[config.mk]
export PLATFORM = sky130hd
export DESIGN_NAME = reorder_unit
export DESIGN_NICKNAME = d
export VERILOG_FILES = /design/src/common/rob_pkg.sv /design/src/common/txn_pkg.sv /design/src/source/reorder_unit.sv /design/src/source/retire_stage.sv /design/src/source/completion_engine.sv /design/src/reorder_buffer/reorder_buffer_controller.sv /design/src/reorder_buffer/reorder_buffer_memory.sv
export SDC_FILE = /design/constraint.sdc
export NUM_CORES = 1
export LEC_CHECK = 0
export BUFFER_PORTS_ARGS = -buffer_cell sky130_fd_sc_hd__buf_2
export CORE_ASPECT_RATIO = 1.25
export CORE_MARGIN = 4
export CORE_UTILIZATION = 25
export DETAILED_ROUTE_END_ITERATION = 7
export HOLD_SLACK_MARGIN = 0.06
export SLEW_MARGIN = 30
export SYNTH_ARGS = -nofsm -noshare
export SYNTH_HDL_FRONTEND = slang
export SYNTH_SLANG_ARGS = --single-unit
[constraint.sdc]
create_clock -name clock -period 5.4 [get_ports clock]
set_clock_uncertainty 0.15 [all_clocks]
set_input_delay 0.27 -clock clock [delete_from_list [all_inputs] [get_ports clock]]
set_output_delay 0.27 -clock clock [all_outputs]
set_load 0.1 [all_outputs]
[src/common/rob_pkg.sv]
// Reorder buffer shared types
package rob_pkg;

  // Sequence numbers are stamped at acceptance
  // and wrap silently at the top of the range
  localparam int SEQ_WIDTH = 8;

  // Free running counter type, one per request
  typedef logic [SEQ_WIDTH-1:0] seq_t;

  // Slot count used when the top level is not overridden
  // Must stay a power of two for the wrap-bit pointers
  localparam int ROB_DEPTH_DEFAULT = 8;

endpackage
[src/common/txn_pkg.sv]
// Request and response payloads
package txn_pkg;

  import rob_pkg::*;

  // Low operand bits that select the base latency
  localparam int LATENCY_BITS  = 2;
  // One extra bit so that the +1 never overflows
  localparam int LATENCY_WIDTH = LATENCY_BITS + 1;

  typedef logic [15:0]              operand_t;
  typedef logic [15:0]              result_t;
  typedef logic [LATENCY_WIDTH-1:0] latency_t;

  // Incoming request
  typedef struct packed {
    operand_t operand;
  } request_t;

  // Outgoing response, tagged for order checking
  typedef struct packed {
    seq_t    seq;
    result_t result;
  } response_t;

  // Slot contents of the reorder buffer
  typedef struct packed {
    seq_t    seq;
    result_t result;
  } rob_entry_t;

  // Cycles a lane counts down before it asks to write
  function automatic latency_t op_latency(operand_t operand);
    return latency_t'(operand[LATENCY_BITS-1:0]) + latency_t'(1);
  endfunction

  // The operation itself
  function automatic result_t op_result(operand_t operand);
    return operand + result_t'(1);
  endfunction

endpackage

[src/source/reorder_unit.sv]
// Reorder unit top level
`timescale 1ns/1ps

module reorder_unit import rob_pkg::*, txn_pkg::*; #(
  parameter int DEPTH = ROB_DEPTH_DEFAULT,
  parameter int LANES = 4
) (
  input             clock,
  input             resetn,
  // Requests in program order
  input             req_valid,
  output            req_ready,
  input  request_t  req,
  // Responses restored to program order
  output            rsp_valid,
  input             rsp_ready,
  output response_t rsp
);

  localparam int INDEX_WIDTH = $clog2(DEPTH);

  // Engine to controller
  logic                   reserve_enable;
  logic [INDEX_WIDTH-1:0] reserve_index;
  logic                   reserve_full;
  logic                   write_enable;
  logic [INDEX_WIDTH-1:0] write_index;
  rob_entry_t             write_entry;

  // Retire side
  logic                   head_valid;
  logic                   read_enable;
  logic [INDEX_WIDTH-1:0] memory_read_address;
  rob_entry_t             read_entry;

  completion_engine #(
    .DEPTH (DEPTH),
    .LANES (LANES)
  ) completion_engine_i (
    .clock          (clock),
    .resetn         (resetn),
    .req_valid      (req_valid),
    .req_ready      (req_ready),
    .req            (req),
    .reserve_enable (reserve_enable),
    .reserve_index  (reserve_index),
    .reserve_full   (reserve_full),
    .write_enable   (write_enable),
    .write_index    (write_index),
    .write_entry    (write_entry)
  );

  // Occupancy flags beyond full and head are not needed here
  reorder_buffer_controller #(
    .DEPTH       (DEPTH),
    .INDEX_WIDTH (INDEX_WIDTH)
  ) reorder_buffer_controller_i (
    .clock               (clock),
    .resetn              (resetn),
    .reserve_full        (reserve_full),
    .reserve_empty       (),
    .data_full           (),
    .data_empty          (),
    .head_valid          (head_valid),
    .reserve_enable      (reserve_enable),
    .reserve_index       (reserve_index),
    .write_enable        (write_enable),
    .write_index         (write_index),
    .read_enable         (read_enable),
    .memory_read_address (memory_read_address)
  );

  reorder_buffer_memory #(
    .DEPTH       (DEPTH),
    .INDEX_WIDTH (INDEX_WIDTH),
    .entry_t     (rob_entry_t)
  ) reorder_buffer_memory_i (
    .clock         (clock),
    .write_enable  (write_enable),
    .write_address (write_index),
    .write_data    (write_entry),
    .read_enable   (read_enable),
    .read_address  (memory_read_address),
    .read_data     (read_entry)
  );

  retire_stage retire_stage_i (
    .clock       (clock),
    .resetn      (resetn),
    .head_valid  (head_valid),
    .read_enable (read_enable),
    .read_entry  (read_entry),
    .rsp_valid   (rsp_valid),
    .rsp_ready   (rsp_ready),
    .rsp         (rsp)
  );

endmodule

[src/source/retire_stage.sv]
// In-order retire stage
`timescale 1ns/1ps

module retire_stage import txn_pkg::*; (
  input              clock,
  input              resetn,
  // Buffer head
  input              head_valid,
  output logic       read_enable,
  input  rob_entry_t read_entry,
  // Response port
  output logic       rsp_valid,
  input              rsp_ready,
  output response_t  rsp
);

  // Memory output holds an entry not yet moved to rsp
  logic in_flight;
  logic load_output;

  // Move the memory output once rsp has room
  assign load_output = in_flight && (!rsp_valid || rsp_ready);
  // New read only when the memory output is free or freeing up
  assign read_enable = head_valid && (!in_flight || load_output);

  always_ff @(posedge clock or negedge resetn) begin
    if (!resetn) begin
      in_flight <= 1'b0;
      rsp_valid <= 1'b0;
    end else begin
      if (read_enable) in_flight <= 1'b1;
      else if (load_output) in_flight <= 1'b0;
      if (load_output) rsp_valid <= 1'b1;
      else if (rsp_ready) rsp_valid <= 1'b0;
    end
  end

  // Response register
  always_ff @(posedge clock) begin
    if (load_output) begin
      rsp.seq    <= read_entry.seq;
      rsp.result <= read_entry.result;
    end
  end

  // Stalled response stays put
  assert property (@(posedge clock) disable iff (!resetn)
    rsp_valid && !rsp_ready |=> rsp_valid && $stable(rsp));

endmodule

[src/source/completion_engine.sv]
// Out-of-order completion engine
`timescale 1ns/1ps

module completion_engine import rob_pkg::*, txn_pkg::*; #(
  parameter int DEPTH = ROB_DEPTH_DEFAULT,
  parameter int LANES = 4
) (
  input                               clock,
  input                               resetn,
  // Request port
  input                               req_valid,
  output logic                        req_ready,
  input  request_t                    req,
  // Reservation port
  output logic                        reserve_enable,
  input        [$clog2(DEPTH)-1:0]    reserve_index,
  input                               reserve_full,
  // Write-back port
  output logic                        write_enable,
  output logic [$clog2(DEPTH)-1:0]    write_index,
  output rob_entry_t                  write_entry
);

  localparam int INDEX_WIDTH = $clog2(DEPTH);
  localparam int LANE_WIDTH  = (LANES > 1) ? $clog2(LANES) : 1;

  // What a lane carries while it runs
  typedef struct packed {
    logic [INDEX_WIDTH-1:0] slot;
    rob_entry_t             entry;
  } lane_payload_t;

  // Lane control state
  logic     [LANES-1:0] busy;
  latency_t             count [LANES];
  // Lane payload
  lane_payload_t        payload [LANES];

  // Next sequence number to hand out
  seq_t next_seq;

  logic                  lane_free;
  logic [LANE_WIDTH-1:0] free_lane;
  logic [LANES-1:0]      done;
  logic [LANE_WIDTH-1:0] win_lane;
  logic                  accept;

  // Lowest free lane
  always_comb begin
    free_lane = '0;
    for (int i = LANES - 1; i >= 0; i--) begin
      if (!busy[i]) free_lane = LANE_WIDTH'(i);
    end
  end
  assign lane_free = ~&busy;

  // Accept only with a lane and a slot available
  assign req_ready      = lane_free && !reserve_full;
  assign accept         = req_valid && req_ready;
  assign reserve_enable = accept;

  // Lanes whose countdown has run out
  always_comb begin
    for (int i = 0; i < LANES; i++) begin
      done[i] = busy[i] && (count[i] == '0);
    end
  end

  // Fixed priority, lowest finished lane wins
  always_comb begin
    win_lane = '0;
    for (int i = LANES - 1; i >= 0; i--) begin
      if (done[i]) win_lane = LANE_WIDTH'(i);
    end
  end

  assign write_enable = |done;
  assign write_index  = payload[win_lane].slot;
  assign write_entry  = payload[win_lane].entry;

  // Lane start, countdown and release
  always_ff @(posedge clock or negedge resetn) begin
    if (!resetn) begin
      busy     <= '0;
      count    <= '{default: '0};
      next_seq <= '0;
    end else begin
      for (int i = 0; i < LANES; i++) begin
        if (accept && free_lane == LANE_WIDTH'(i)) begin
          busy[i]  <= 1'b1;
          count[i] <= op_latency(req.operand);
        end else if (write_enable && win_lane == LANE_WIDTH'(i)) begin
          busy[i] <= 1'b0;
        end else if (busy[i] && count[i] != '0) begin
          count[i] <= count[i] - latency_t'(1);
        end
      end
      // Stamp order at acceptance
      if (accept) next_seq <= next_seq + seq_t'(1);
    end
  end

  // Slot and result captured when the lane starts
  always_ff @(posedge clock) begin
    if (accept) begin
      payload[free_lane].slot         <= reserve_index;
      payload[free_lane].entry.seq    <= next_seq;
      payload[free_lane].entry.result <= op_result(req.operand);
    end
  end

  // A write-back never lands on the slot being reserved
  assert property (@(posedge clock) disable iff (!resetn)
    write_enable && accept |-> write_index != reserve_index);

endmodule

[src/reorder_buffer/reorder_buffer_controller.sv]
// Reorder buffer pointer and flag control
`timescale 1ns/1ps

module reorder_buffer_controller import rob_pkg::*; #(
  parameter int DEPTH       = ROB_DEPTH_DEFAULT,
  parameter int INDEX_WIDTH = $clog2(DEPTH)
) (
  input                          clock,
  input                          resetn,
  // Status flags
  output logic                   reserve_full,
  output logic                   reserve_empty,
  output logic                   data_full,
  output logic                   data_empty,
  output logic                   head_valid,
  // Reservation
  input                          reserve_enable,
  output logic [INDEX_WIDTH-1:0] reserve_index,
  // Out-of-order write
  input                          write_enable,
  input        [INDEX_WIDTH-1:0] write_index,
  // In-order read
  input                          read_enable,
  output logic [INDEX_WIDTH-1:0] memory_read_address
);

  // Slot state
  logic [DEPTH-1:0] reserved;
  logic [DEPTH-1:0] reserved_next;
  logic [DEPTH-1:0] valid;
  logic [DEPTH-1:0] valid_next;

  // Pointers, top bit is the wrap bit
  logic [INDEX_WIDTH:0] reserve_pointer;
  logic [INDEX_WIDTH:0] reserve_pointer_next;
  logic [INDEX_WIDTH:0] read_pointer;
  logic [INDEX_WIDTH:0] read_pointer_next;

  logic reserve_full_next;
  logic reserve_empty_next;
  logic data_full_next;
  logic data_empty_next;
  logic head_valid_next;

  // Same index, wrap bits differ when full and match when empty
  assign reserve_full_next =
    reserve_pointer_next[INDEX_WIDTH-1:0] == read_pointer_next[INDEX_WIDTH-1:0] &&
    reserve_pointer_next[INDEX_WIDTH]     != read_pointer_next[INDEX_WIDTH];
  assign reserve_empty_next = reserve_pointer_next == read_pointer_next;

  assign data_full_next  = &valid_next;
  assign data_empty_next = ~|valid_next;
  // Head ready once its result has landed
  assign head_valid_next = valid_next[read_pointer_next[INDEX_WIDTH-1:0]];

  // Next state for reserve, write and read
  always_comb begin
    reserve_pointer_next = reserve_pointer;
    read_pointer_next    = read_pointer;
    reserved_next        = reserved;
    valid_next           = valid;
    if (reserve_enable) begin
      reserved_next[reserve_pointer[INDEX_WIDTH-1:0]] = 1'b1;
      reserve_pointer_next = reserve_pointer + 1'b1;
    end
    if (write_enable) begin
      valid_next[write_index] = 1'b1;
    end
    // Retire frees the slot for reuse
    if (read_enable) begin
      valid_next[read_pointer[INDEX_WIDTH-1:0]]    = 1'b0;
      reserved_next[read_pointer[INDEX_WIDTH-1:0]] = 1'b0;
      read_pointer_next = read_pointer + 1'b1;
    end
  end

  assign reserve_index       = reserve_pointer[INDEX_WIDTH-1:0];
  assign memory_read_address = read_pointer[INDEX_WIDTH-1:0];

  always_ff @(posedge clock or negedge resetn) begin
    if (!resetn) begin
      reserve_full    <= 1'b0;
      reserve_empty   <= 1'b1;
      data_full       <= 1'b0;
      data_empty      <= 1'b1;
      head_valid      <= 1'b0;
      reserve_pointer <= '0;
      read_pointer    <= '0;
      reserved        <= '0;
      valid           <= '0;
    end else begin
      reserve_full    <= reserve_full_next;
      reserve_empty   <= reserve_empty_next;
      data_full       <= data_full_next;
      data_empty      <= data_empty_next;
      head_valid      <= head_valid_next;
      reserve_pointer <= reserve_pointer_next;
      read_pointer    <= read_pointer_next;
      reserved        <= reserved_next;
      valid           <= valid_next;
    end
  end

  // Engine honours the full flag
  assert property (@(posedge clock) disable iff (!resetn)
    reserve_enable |-> !reserve_full);

  // Results only go to live, unfilled slots
  assert property (@(posedge clock) disable iff (!resetn)
    write_enable |-> reserved[write_index] && !valid[write_index]);

  // Retire stage reads only a filled head
  assert property (@(posedge clock) disable iff (!resetn)
    read_enable |-> head_valid);

endmodule

[src/reorder_buffer/reorder_buffer_memory.sv]
// Reorder buffer slot storage
`timescale 1ns/1ps

module reorder_buffer_memory import rob_pkg::*; #(
  parameter int  DEPTH       = ROB_DEPTH_DEFAULT,
  parameter int  INDEX_WIDTH = $clog2(DEPTH),
  parameter type entry_t     = logic [31:0]
) (
  input                          clock,
  // Write port, any slot in any order
  input                          write_enable,
  input        [INDEX_WIDTH-1:0] write_address,
  input  entry_t                 write_data,
  // Read port, one cycle latency
  input                          read_enable,
  input        [INDEX_WIDTH-1:0] read_address,
  output entry_t                 read_data
);

  // Slot array, maps to block RAM
  entry_t slots [DEPTH];

  always_ff @(posedge clock) begin
    if (write_enable) begin
      slots[write_address] <= write_data;
    end
  end

  // Output holds until the next read
  always_ff @(posedge clock) begin
    if (read_enable) begin
      read_data <= slots[read_address];
    end
  end

endmodule

# ---- Word-level counts from Yosys, hierarchy flattened
# Memory sizes are Yosys's and may differ from the RTL's. A register that Yosys moved wholly into a read port is not among the register bits.
# Cells that the tools add are included.
dict set report classes {
  n_addsub 9
  magnitude_cmp 5
  eq_ne 12
  mux 46
  n_bitwise 3
  reduce_logical 55
}
# op count
set op_table {}
lappend op_table {{$mux 3} 12}
lappend op_table {{$logic_and 1x1->1} 23}
lappend op_table {{$reduce_bool 2->1} 10}
lappend op_table {{$mux 1} 19}
lappend op_table {{$add 16x1->16 const B} 1}
lappend op_table {{$mux 2} 8}
lappend op_table {{$mux 8} 2}
lappend op_table {{$logic_not 3->1} 4}
lappend op_table {{$lt 3x4->1 const B} 3}
lappend op_table {{$reduce_bool 3->1} 4}
lappend op_table {{$sub 3x1->3 const B} 4}
lappend op_table {{$add 4x1->4 const B} 2}
lappend op_table {{$add 8x1->8 const B} 1}
lappend op_table {{$and 8x8->8} 1}
lappend op_table {{$eq 2x2->1 const B} 4}
lappend op_table {{$mux 4} 2}
lappend op_table {{$ne 2x1->1 const B} 4}
lappend op_table {{$not 8->8} 1}
lappend op_table {{$or 8x8->8} 1}
lappend op_table {{$reduce_and 2->1} 4}
lappend op_table {{$demux 1 s3} 2}
lappend op_table {{$ge 3x1->1 const B} 2}
lappend op_table {{$eq 2x1->1 const B} 2}
lappend op_table {{$logic_not 1->1} 4}
lappend op_table {{8 further kinds} 10}
dict set report word_totals {
  register_bits 68
  ram_bits 300
  inputBits 20
  out_inout_bits 26
  word_cells 150
  memories 2
}
# memory words word_bits rd rd_clocked_by_memory_dff wr line_no
set mem_list {}
lappend mem_list {reorder_buffer_memory_i.slots 8 24 1 1 1 reorder_buffer_memory.sv:21} ;# entry_t slots [DEPTH];
lappend mem_list {completion_engine_i.payload 4 27 1 0 1 completion_engine.sv:37} ;# lane_payload_t payload [LANES];

# ---- Longest topological paths before layout
# Gate-level depths: netlist of the first run.
# An unclocked memory read counts as a cell.
dict set report depth {
  depth_word 17
  mapped_depth 11
  ltp_nobuf 9
}

# ---- Cells and area by module
# From an unflattened synthesis of the first run, not the netlist that was laid out.
dict set report hier_totals {
  hier_cells 858
  hier_area_um2 15602.5
}
# mod instances cells_each area_each_um2 seq_area_each_um2
set modules_own_cells {}
lappend modules_own_cells {reorder_buffer_memory 1 314 8050.2 6486.2}
lappend modules_own_cells {completion_engine 1 408 5596.6 3843.7}
lappend modules_own_cells {reorder_buffer_controller 1 104 1137.3 528.0}
lappend modules_own_cells {retire_stage 1 32 818.3 770.7}

# ---- Worst setup path before layout of the first run
# OpenSTA, ideal clock, no wires.
dict set report synth_timing {
  kind {register to register}
  start {reg completion_engine_i.busy[0]}
  end {reg completion_engine_i.count[1] (netlist name)}
  setup_ps 120
  arrival_time_ps 5459
  required_time_ps 5130
  slack_ps -329
  stages_incl_launch_ff 9
  n_path_buf 2
  period_less_slack_ps 5729
  cell_sequence {dfrtp_1 > buf_4 > a41oi_1 > and2_1 > buf_2 > nand2_1 > nor3_1 > a22oi_1 > o22a_2}
}
dict set report synth_between {
  elab_chain_cells 7
  elab_cells_between_ends 16
  cone_classes {eq/ne: 3; mux: 3; reduce/logical: 10}
}
# element line_no
set synth_rtl {}
lappend synth_rtl {{start, declared} completion_engine.sv:34} ;# logic [LANES-1:0] busy;
lappend synth_rtl {{start signal, assigned} completion_engine.sv:84} ;# busy <= '0;
lappend synth_rtl {{start signal, assigned by index} completion_engine.sv:90} ;# busy[i] <= 1'b1;
lappend synth_rtl {{start signal, assigned by index} completion_engine.sv:93} ;# busy[i] <= 1'b0;
lappend synth_rtl {{$reduce_and 4->1 (*)} completion_engine.sv:55} ;# assign lane_free = ~&busy;
lappend synth_rtl {{$logic_not 1->1 (*)} completion_engine.sv:55}
lappend synth_rtl {{$logic_and 1x1->1 (*)} completion_engine.sv:58} ;# assign req_ready = lane_free && !reserve_full;
lappend synth_rtl {{named net req_ready} reorder_unit.sv:12} ;# output req_ready,
lappend synth_rtl {{$logic_and 1x1->1 (*)} completion_engine.sv:59} ;# assign accept = req_valid && req_ready;
lappend synth_rtl {{$logic_and 1x1->1 (*)} completion_engine.sv:89} ;# if (accept && free_lane == LANE_WIDTH'(i)) begin
lappend synth_rtl {{$ne 2x1->1 (no source line) or $reduce_bool 2->1 (tied branches)} --}
lappend synth_rtl {{$reduce_and 2->1 (no source line)} --}
lappend synth_rtl {{end signal, assigned by index} completion_engine.sv:91} ;# count[i] <= op_latency(req.operand);
lappend synth_rtl {{end signal, assigned by index} completion_engine.sv:95} ;# count[i] <= count[i] - latency_t'(1);
lappend synth_rtl {{end, declared} completion_engine.sv:35} ;# latency_t count [LANES];
# The timed path passes the listed nets; every way through them passes the cells marked *.
# A chain may end at the register's enable or synchronous reset.

==> results of run 1 <==
-- kinds of logic (layout without fill, tap and decap cells) --
family	count (synthesis)	in the layout	share of synthesized area, %
DFF	392	392	75.46
xor gates and xnor gates	37	37	2.117
adders and majority gates	12	12	0.9808
other	0	2	0
buffers and inverters	53	170	1.700
AOI/OAI and AO/OA	100	100	4.725
and+or+nand+nor	187	187	5.755
muxes	81	81	9.261
-- placed cells by master, fill, tap and decap left out, types with 22 or more instances in the layout --
master / instances
mux4_2: 48
dfrtp_1: 42
a22oi_1: 28
mux2i_1: 28
xnor2_1: 27
buf_2: 45
clkbuf_16: 41
edfxtp_1: 348
o21ai_0: 22
nand2_1: 105
-- metal layers --
| metal | wire, um | part of all wire [%] |
|---|---|---|
| met3 | 1323 | 4.2 |
| met4 | 666 | 2.1 |
| met5 | 7 | 0.022 |
| met1 | 13130 | 42 |
| met2 | 16170 | 52 |
-- how the worst max path moves through the flow --
stage                                       from                                  end  slack (ps)  depth (start not counted)
CTS                 completion_engine_i.count[0]  reorder_buffer_memory_i.slots[3][5]        1920                          9
detailed placement  completion_engine_i.count[0]  reorder_buffer_memory_i.slots[0][5]        1970                          9
global placement    completion_engine_i.count[0]  reorder_buffer_memory_i.slots[0][8]        2110                          7
global route        completion_engine_i.count[0]  reorder_buffer_memory_i.slots[0][5]        1630                          9
floorplan            completion_engine_i.busy[0]         completion_engine_i.count[4]         620                          8
finish              completion_engine_i.count[3]  reorder_buffer_memory_i.slots[0][5]        1970                          9
-- critical path, stage by stage (launching register included) --
cell,delay [ps]
dfrtp_1,400
inv_1,90
ha_1,240
nand3b_1,220
nand2_1,190
nand2_1,60
nand2_1,480
buf_4,410
mux2i_1,110
o21ai_0,720
-- per-stage QoR --
step | util [%] | total power (W) | std cells | instance area, sq um | setup slack (ps)
6_report | 29.66 | 0.01131 | 1753 | 17990 | 1969
5_1_grt | 29.66 | 0.01196 | 1752 | 17990 | 1631
4_1_cts | 29.52 | 0.01145 | 1748 | 17900 | 1920
3_5_place_dp | 27.25 | 0.008856 | 1661 | 16530 | 1969
3_3_place_gp | 27.21 | 0.008722 | 1660 | 16500 | 2112
2_1_floorplan | - | 0.007767 | 862 | 15310 | 617.5
-- what timing repair did --
action / 4_1_cts / 5_1_grt
gates resized for setup: 0 / 0
setup endpoints to repair: 0 / 0
hold endpoints to repair: 103 / 0
hold buffers: 17 / 0
-- synth_stat cells, types with 5 or more instances --
cell type,number
edfxtp_1,348
nand2_1,105
mux4_2,48
dfrtp_1,44
o21ai_0,29
a22oi_1,28
mux2i_1,28
xnor2_1,27
nor2_1,26
clkbuf_1,17
inv_1,17
ha_1,12
nand3_1,11
a21oi_1,10
xor2_1,10
nand2b_1,9
and3_1,6
buf_2,6
nand4_1,6
mux2_2,5
nand3b_1,5
-- flip-flops by register name (all words and copies together), names as in the netlist --
name and count:
reorder_buffer_memory_i.slots 192, completion_engine_i.payload 108, reorder_buffer_memory_i.read_data 24, retire_stage_i.rsp 24, completion_engine_i.count 12, completion_engine_i.next_seq 8, reorder_buffer_controller_i.valid 8, completion_engine_i.busy 4
reorder_buffer_controller_i.read_pointer 4, reorder_buffer_controller_i.reserve_pointer 4, reorder_buffer_controller_i.head_valid 1, reorder_buffer_controller_i.reserve_full 1, retire_stage_i.in_flight 1, retire_stage_i.rsp_valid 1
-- power by group --
part	internal (W)	leakage [nW]	total [W]	switching, W
Clock	0.00148	0.582	0.00256	0.00107
Sequential	0.00468	3.72	0.00509	0.000413
Combinational	0.00120	1.90	0.00367	0.00247
Total	0.00736	6.20	0.0113	0.00395
-- layout make-up --
class | count | area (sq um)
flip-flops and latches | 392 | 11560
clock inverters | 18 | 133.9
well taps | 772 | 965.9
fillers | 5944 | 42670
multi-input cells | 417 | 3568
repair buffers | 82 | 625.6
clock buffers | 52 | 1067
inverters | 18 | 68.82
diodes | 2 | 5.005
==> impl_metrics.sql, run 1 <==
INSERT INTO impl_metrics (metric_group, metric, value, unit) VALUES
('synth', 'dominantRegCellSynth', 'edfxtp_1', ''),
('synth', 'yosysSeqAreaShare', '75.46', '%'),
('floorplanning', 'pin_count', '46', ''),
('floorplanning', 'coreArea', '0.06066', 'sq mm'),
('global_route', 'first_pass_grt_wire_length', '48.89', 'mm'),
('synth', 'yosys.area.top_type', 'edfxtp_1', ''),
('detailed_routing', 'detail-route-antenna-nets', '0', ''),
('synth', 'asyncSetResetFlopFracSynth', '11.22', '%'),
('synth', 'synth_seq_cells', '392', ''),
('hold_path', 'timing.hold.worst.start', 'req[12]', ''),
('synth', 'average_size_of_a_mapped_cell', '17.76', 'sq um'),
('timing', 'final.setup.tns', '0', 'ps'),
('global_route', 'global_route.usage.met2', '17.12', '%'),
('finish', 'areaGrowthSynthToFinish', '17.53', '%'),
('flow_run', 'max_cap_check_violation_count', '0', ''),
('synth', 'yosysWarnings', '0', ''),
('detailed_routing', 'route.detailed.wl_per_inst', '17.85', 'um'),
('clock_tree', 'cts-root-to-sink-buffers', '3', ''),
('synth', 'synth.net_count', '894', ''),
('timing', 'hold_viol', '0', ''),
('placement', 'place.port_buffers', '45', ''),
('detailed_routing', 'vias', '7612', ''),
('global_route', 'grt.total_usage', '9.552', '%'),
('global_route', 'grt_pass1_vias', '8043', ''),
('global_route', 'top_usage_layer', 'met2', ''),
('clock_tree', 'post-cts-setup-buffer-count', '0', ''),
('global_route', 'global_route.usage.met3', '1.985', '%'),
('synth', 'synth_largest_type_area_fraction', '68.27', '%'),
('critical_path', 'critical_path.endpoint_type', 'flip-flop', ''),
('floorplanning', 'die_y', '284.7', 'um'),
('timing', 'period_share', '63.53', '%'),
('floorplanning', 'num_rows', '101', ''),
('clock_tree', 'cts_tree', 'built', ''),
('timing', 'setup_repair_after_global_routing_missed_its_margin', 'no', ''),
('hold_path', 'hold_end', 'completion_engine_i.payload[3][12]', ''),
('floorplanning', 'design.die.area', '0.06528', 'sq mm'),
('timing', 'worst_slew_margin_rel', '37.56', '%'),
('floorplanning', 'floorplan.die.width', '229.3', 'um'),
('finish', 'finalNetCount', '981', ''),
('detailed_routing', 'routed_wirelength', '31.30', 'mm'),
('synth', 'netlist_area', '0.01531', 'sq mm'),
('critical_path', 'regToRegSetupSlack', '1970', 'ps'),
('clock_tree', 'cts.root.buffer_cell', 'clkbuf_16', ''),
('synth', 'yosysUniqueCellTypes', '62', ''),
('clock_tree', 'insertion_delay', '530', 'ps'),
('timing', 'final.min_clock_period', '3431', 'ps'),
('clock_tree', 'clock-sinks', '392', ''),
('synth', 'post_syn_instances', '862', ''),
('clock_tree', 'clk_pin_slew_worst_paths', '70', 'ps'),
('critical_path', 'cp.required', '5440', 'ps'),
('clock_tree', 'cts_made_buffers', '38', ''),
('finish', 'drive_gt1_share', '19.61', '%'),
('timing', 'hold_slack', '98.02', 'ps'),
('detailed_routing', 'dr.pass1.iters', '5', ''),
('power_and_ir_drop', 'peakVddDrop', '307.9', 'uV'),
('detailed_routing', 'routed_via_density', '4.342', ''),
('floorplanning', 'start_util', '25.24', '%'),
('critical_path', 'rr_worst_depth', '9', ''),
('run_status', 'outcome', 'completed', ''),
('critical_path', 'critical_path_peak_fanout', '14', ''),
('global_route', 'grt_overflow_total', '0', ''),
('power_and_ir_drop', 'power_leakage', '6.199', 'nW'),
('critical_path', 'regToRegEndpoint', 'reorder_buffer_memory_i.slots[0][5]', ''),
('critical_path', 'setup.worst_path.class', 'reg2reg', ''),
('detailed_routing', 'drt_iter0_drc', '437', ''),
('hold_path', 'min_path_cells', '2', ''),
('synth', 'synth_edf_count', '348', ''),
('critical_path', 'worst-endpoint-arrival', '3470', 'ps'),
('global_route', 'grt_util_met1', '11.56', '%'),
('critical_path', 'crit_path_start_kind', 'flip-flop', ''),
('placement', 'gpl.final_weighted_congestion', '0.7291', ''),
('timing', 'max_clock_freq', '291.5', 'MHz'),
('clock_tree', 'htree_num_levels', '2', ''),
('detailed_routing', 'drc', '0', ''),
('power_and_ir_drop', 'power-per-cell-area', '628.8', 'mW/mm^2'),
('timing', 'finalSetupViolations', '0', ''),
('hold_path', 'holdCritPathClass', 'in2reg', ''),
('timing', 'worstMarginPinSlew', '926.9', 'ps'),
('critical_path', 'reg2reg_from', 'completion_engine_i.count[3]', ''),
('global_route', 'grt_max_degree', '54', ''),
('timing', 'final_max_slew_viol_count', '0', ''),
('placement', 'dp_hpwl', '19.73', 'mm'),
('global_route', 'antenna_found_initial', '3', ''),
('synth', 'synth.top_cells.by_area', 'edfxtp_1 (68%), dfrtp_1 (7.2%), mux4_2 (7.1%)', '');
(Power assumes the default switching activity.)
==> inputs of run 2 (changes only) <==
--- a/config.mk
+++ b/config.mk
@@ -5,6 +5,7 @@
 export SDC_FILE = /design/constraint.sdc
 export NUM_CORES = 1
 export LEC_CHECK = 0
+export ABC_AREA = 1
 export BUFFER_PORTS_ARGS = -buffer_cell sky130_fd_sc_hd__buf_2
 export CORE_ASPECT_RATIO = 1.25
 export CORE_MARGIN = 4
==> constraint.sdc (replaced) <==
create_clock -name clock -period 3.2 [get_ports clock]
set_clock_uncertainty 0.15 [all_clocks]
set_input_delay 0.16 -clock clock [delete_from_list [all_inputs] [get_ports clock]]
set_output_delay 0.16 -clock clock [all_outputs]
set_load 0.1 [all_outputs]
==> run 2 against run 1 <==
  * Worst hold slack got worse by 38 ps
  * Non-clock buffer count rose by 22
  * Synthesized cell count grew 31%
  * Via count rose by 18%
  * Combinational power grew 99%
  * Critical path type is now in2reg
  * Cell count up 19%
  * Global-route usage rose by 0.27 points
  * Sequential share of layout area is 1.3 points lower
  * Clock-buffer cell count is 1 lower
  * Design area grew 2.1%
  * Critical path depth did not move
  * Sequential power grew 75%
==> impl_metrics.sql, run 2 <==
INSERT INTO impl_metrics (metric_group, metric, value, unit) VALUES
('run_status', 'outcome', 'completed', ''),
('synth', 'average_size_of_a_mapped_cell', '13.63', 'sq um'),
('power_and_ir_drop', 'power-per-cell-area', '1126', 'mW/mm^2'),
('detailed_routing', 'routed_wirelength', '32.92', 'mm'),
('synth', 'asyncSetResetFlopFracSynth', '11.22', '%'),
('synth', 'post_syn_instances', '1132', ''),
('global_route', 'grt_overflow_total', '0', ''),
('critical_path', 'timing.critical_path.buf_inv', '3', ''),
('hold_path', 'holdCritPathClass', 'in2async', ''),
('finish', 'layout.area.seq', '0.01155', 'sq mm'),
('timing', 'worst_slew_margin_rel', '47.24', '%'),
('timing', 'max_clock_freq', '353.2', 'MHz'),
('clock_tree', 'cts_tree', 'built', ''),
('power_and_ir_drop', 'netSwitchingFraction', '37.52', '%'),
('finish', 'layout.cells.most_common', 'edfxtp_1', ''),
('clock_tree', 'cts_made_buffers', '39', ''),
('detailed_routing', 'routed_via_density', '4.316', ''),
('clock_tree', 'insertion_delay', '530', 'ps'),
('synth', 'synth.top_cells.by_area', 'edfxtp_1 (68%), dfrtp_1 (7.1%), o21ai_0 (4.3%)', ''),
('synth', 'synth-xor-area-share', '1.816', '%'),
('finish', 'largest_register_ff_count', '192', ''),
('floorplanning', 'pin_count', '46', ''),
('clock_tree', 'post-cts-setup-buffer-count', '0', ''),
('critical_path', 'rr_worst_depth', '9', ''),
('timing', 'hold_slack', '59.56', 'ps'),
('global_route', 'grt_max_degree', '100', ''),
('synth', 'netlist_area', '0.01543', 'sq mm'),
('timing', 'period_share', '88.48', '%'),
('synth', 'yosys-mux-area-fraction', '0', '%'),
('timing', 'post-route-worst-setup-slack', '368.5', 'ps'),
('clock_tree', 'ctsResizeCount', '0', ''),
('critical_path', 'critPathCapture', 'completion_engine_i.payload[1][15]', ''),
('synth', 'synth_seq_cells', '392', ''),
('detailed_routing', 'route.detailed.wl_per_inst', '15.78', 'um'),
('floorplanning', 'num_rows', '101', ''),
('critical_path', 'critical_path_peak_fanout', '5', ''),
('detailed_routing', 'drt_iter0_drc', '522', ''),
('critical_path', 'cp_cell_sequence', 'dlygate4sd3_1, buf_2, nand3_1, nor3_1, nand4_1, nor3_1, nand4_1, xnor2_1, dlygate4sd3_1', ''),
('critical_path', 'cp_delay_by_family_top', 'buffers and inverters', ''),
('power_and_ir_drop', 'power_leakage', '6.386', 'nW'),
('power_and_ir_drop', 'p_seq_share', '43.1', '%'),
('power_and_ir_drop', 'peakVddDrop', '491.0', 'uV'),
('flow_run', 'max_cap_check_violation_count', '0', ''),
('finish', 'most_frequent_cells_in_the_layout', 'edfxtp_1 (348), o21ai_0 (133), nand2_1 (129)', ''),
('finish', 'register_with_the_highest_flop_count', 'reorder_buffer_memory_i.slots', ''),
('synth', 'yosysUniqueCellTypes', '41', ''),
('detailed_routing', 'vias', '9003', ''),
('finish', 'final_antenna_diode_count', '0', ''),
('timing', 'finalSetupViolations', '0', ''),
('synth', 'yosys.area_share.adder', '0.9730', '%'),
('critical_path', 'regToRegEndpoint', 'reorder_buffer_memory_i.slots[3][6]', ''),
('finish', 'drive_gt1_share', '13.63', '%'),
('finish', 'areaGrowthSynthToFinish', '19.00', '%'),
('floorplanning', 'start_util', '25.33', '%'),
('finish', 'area_of_combinational_cells_with_multiple_inputs', '0.003412', 'sq mm'),
('placement', 'place.port_buffers', '45', ''),
('clock_tree', 'cts_hold_buffers', '20', ''),
('timing', 'setup_repair_after_global_routing_missed_its_margin', 'no', ''),
('power_and_ir_drop', 'power.internal', '0.01292', 'W'),
('floorplanning', 'floorplan.die.width', '230.2', 'um'),
('global_route', 'grt_pass1_vias', '9154', ''),
('detailed_routing', 'detail-route-antenna-nets', '0', ''),
('power_and_ir_drop', 'clock_power_share', '21.7', '%'),
('power_and_ir_drop', 'combPwrFrac', '35.2', '%'),
('synth', 'yosysSeqAreaShare', '74.86', '%'),
('critical_path', 'worst-endpoint-arrival', '2930', 'ps'),
('critical_path', 'setup.worst_path.class', 'in2reg', ''),
('global_route', 'first_pass_grt_wire_length', '51.72', 'mm'),
('synth', 'synth_edf_count', '348', ''),
('synth', 'commonest_cells_post_synth', 'edfxtp_1 (348), o21ai_0 (133), nand2_1 (129)', ''),
('synth', 'yosysWarnings', '0', ''),
('power_and_ir_drop', 'overall_power_consumption', '0.02068', 'W'),
('clock_tree', 'clock-sinks', '392', ''),
('placement', 'pre_cts_ws', '484.0', 'ps'),
('finish', 'reg.largest.list', 'reorder_buffer_memory_i.slots x192, completion_engine_i.payload x108', ''),
('timing', 'final_max_slew_viol_count', '0', ''),
('critical_path', 'reg2reg_from', 'completion_engine_i.count[9]', ''),
('critical_path', 'crit_path_max_incr_delay', '600', 'ps'),
('clock_tree', 'htree_num_levels', '2', ''),
('synth', 'dominantRegCellSynth', 'edfxtp_1', ''),
('timing', 'final.min_clock_period', '2832', 'ps'),
('floorplanning', 'coreArea', '0.06091', 'sq mm'),
('clock_tree', 'clk_pin_slew_worst_paths', '60', 'ps'),
('critical_path', 'cp.required', '3300', 'ps'),
('detailed_routing', 'dr.pass1.iters', '5', ''),
('clock_tree', 'cts.root.buffer_cell', 'clkbuf_16', ''),
('floorplanning', 'die_y', '285.8', 'um'),
('global_route', 'antenna_found_initial', '0', ''),
('critical_path', 'critical_path_s_slowest_cell', 'dlygate4sd3_1', ''),
('placement', 'gpl.final_weighted_congestion', '0.7639', ''),
('critical_path', 'critical_path.endpoint_type', 'flip-flop', ''),
('critical_path', 'cp_num_cells', '9', ''),
('placement', 'dp_hpwl', '20.51', 'mm'),
('critical_path', 'crit_path_start_kind', 'primary input', ''),
('synth', 'synth_top_family_by_area', 'compound AO/OA/AOI/OAI gates', ''),
('finish', 'num-fill-cells', '6076', ''),
('critical_path', 'crit_path_start', 'req[0]', ''),
('timing', 'hold_viol', '0', ''),
('finish', 'finalNetCount', '1265', ''),
('timing', 'worstMarginPinSlew', '788.0', 'ps'),
('synth', 'synth_largest_type_area_fraction', '67.72', '%'),
('power_and_ir_drop', 'switching_component_of_the_power', '0.007761', 'W'),
('global_route', 'grt.total_usage', '9.819', '%'),
('floorplanning', 'design.die.area', '0.06579', 'sq mm'),
('timing', 'final.setup.tns', '0', 'ps'),
('critical_path', 'regToRegSetupSlack', '450', 'ps'),
('synth', 'synth_compound_area_share', '10.41', '%'),
('clock_tree', 'cts-root-to-sink-buffers', '3', ''),
('synth', 'synth.net_count', '1164', ''),
('synth', 'synth_simple_gate_area_share', '8.757', '%'),
('detailed_routing', 'drc', '0', ''),
('synth', 'yosys.area.top_type', 'edfxtp_1', ''),
('synth', 'synthMostInstantiatedCell', 'edfxtp_1', '');
==> run 2: cells by family after synthesis <==
logic type	Yosys count
fa+ha+maj	12
compound gates	254
simple gates	315
xor+xnor	32
flops	392
buf+inv	127
==> run 2: worst min-delay path by stage <==
stage | slack, ps | to | cells after the start
final | 60 | retire_stage_i.rsp_valid | 2
after CTS | 60 | completion_engine_i.payload[1][3] | 3
after floorplan | -290 | completion_engine_i.busy[0] | 0
after global routing | 80 | completion_engine_i.payload[1][3] | 3
after detailed placement | 60 | completion_engine_i.count[6] | 1
after global placement | 240 | completion_engine_i.count[6] | 1
==> run 2: final cells by class <==
type / instances / share of cell area [%]
clock inverter: 19 / 0.9539
multi-input combinational: 613 / 18.58
sequential: 392 / 62.91
tap: 824 / 5.615
clock buffer: 51 / 5.901
inverter: 83 / 1.710
timing repair buffer: 104 / 4.327
==> run 2: power by group through the flow <==
stage	logic, W	registers [W]	clock network, W
after detailed placement	0.00736	0.00902	0
after floorplan	0.00399	0.00984	0
after global placement	0.00718	0.00899	0
final	0.00729	0.00891	0.00448
after CTS	0.00741	0.00893	0.00460
after global routing	0.00807	0.00907	0.00482
==> run 2: stage by stage <==
stage	area (sq um)	instances	utilization, %
floorplan	15440	1132	-
global placement	16880	1995	27.72
detailed placement	16880	1995	27.72
CTS	18340	2085	30.12
global route	18360	2086	30.15
finish	18360	2086	30.15
==> run 2: worst register-to-register path: cells and delay by family (launching register included) <==
| family | cells | cell delay (ps) |
|---|---|---|
| compound gates | 2 | 760 |
| simple gates | 3 | 530 |
| buf+inv | 3 | 450 |
| flops | 1 | 370 |
| fa+ha+maj | 1 | 190 |
==> run 2: routing by layer <==
metal	vias up	global-route usage, %	share of wire [%]
li1	4302	-	-
met3	70	1.584	4.0
met4	0	3.646	2.9
met1	4419	11.52	41
met2	212	18.01	52
met5	-	0	0
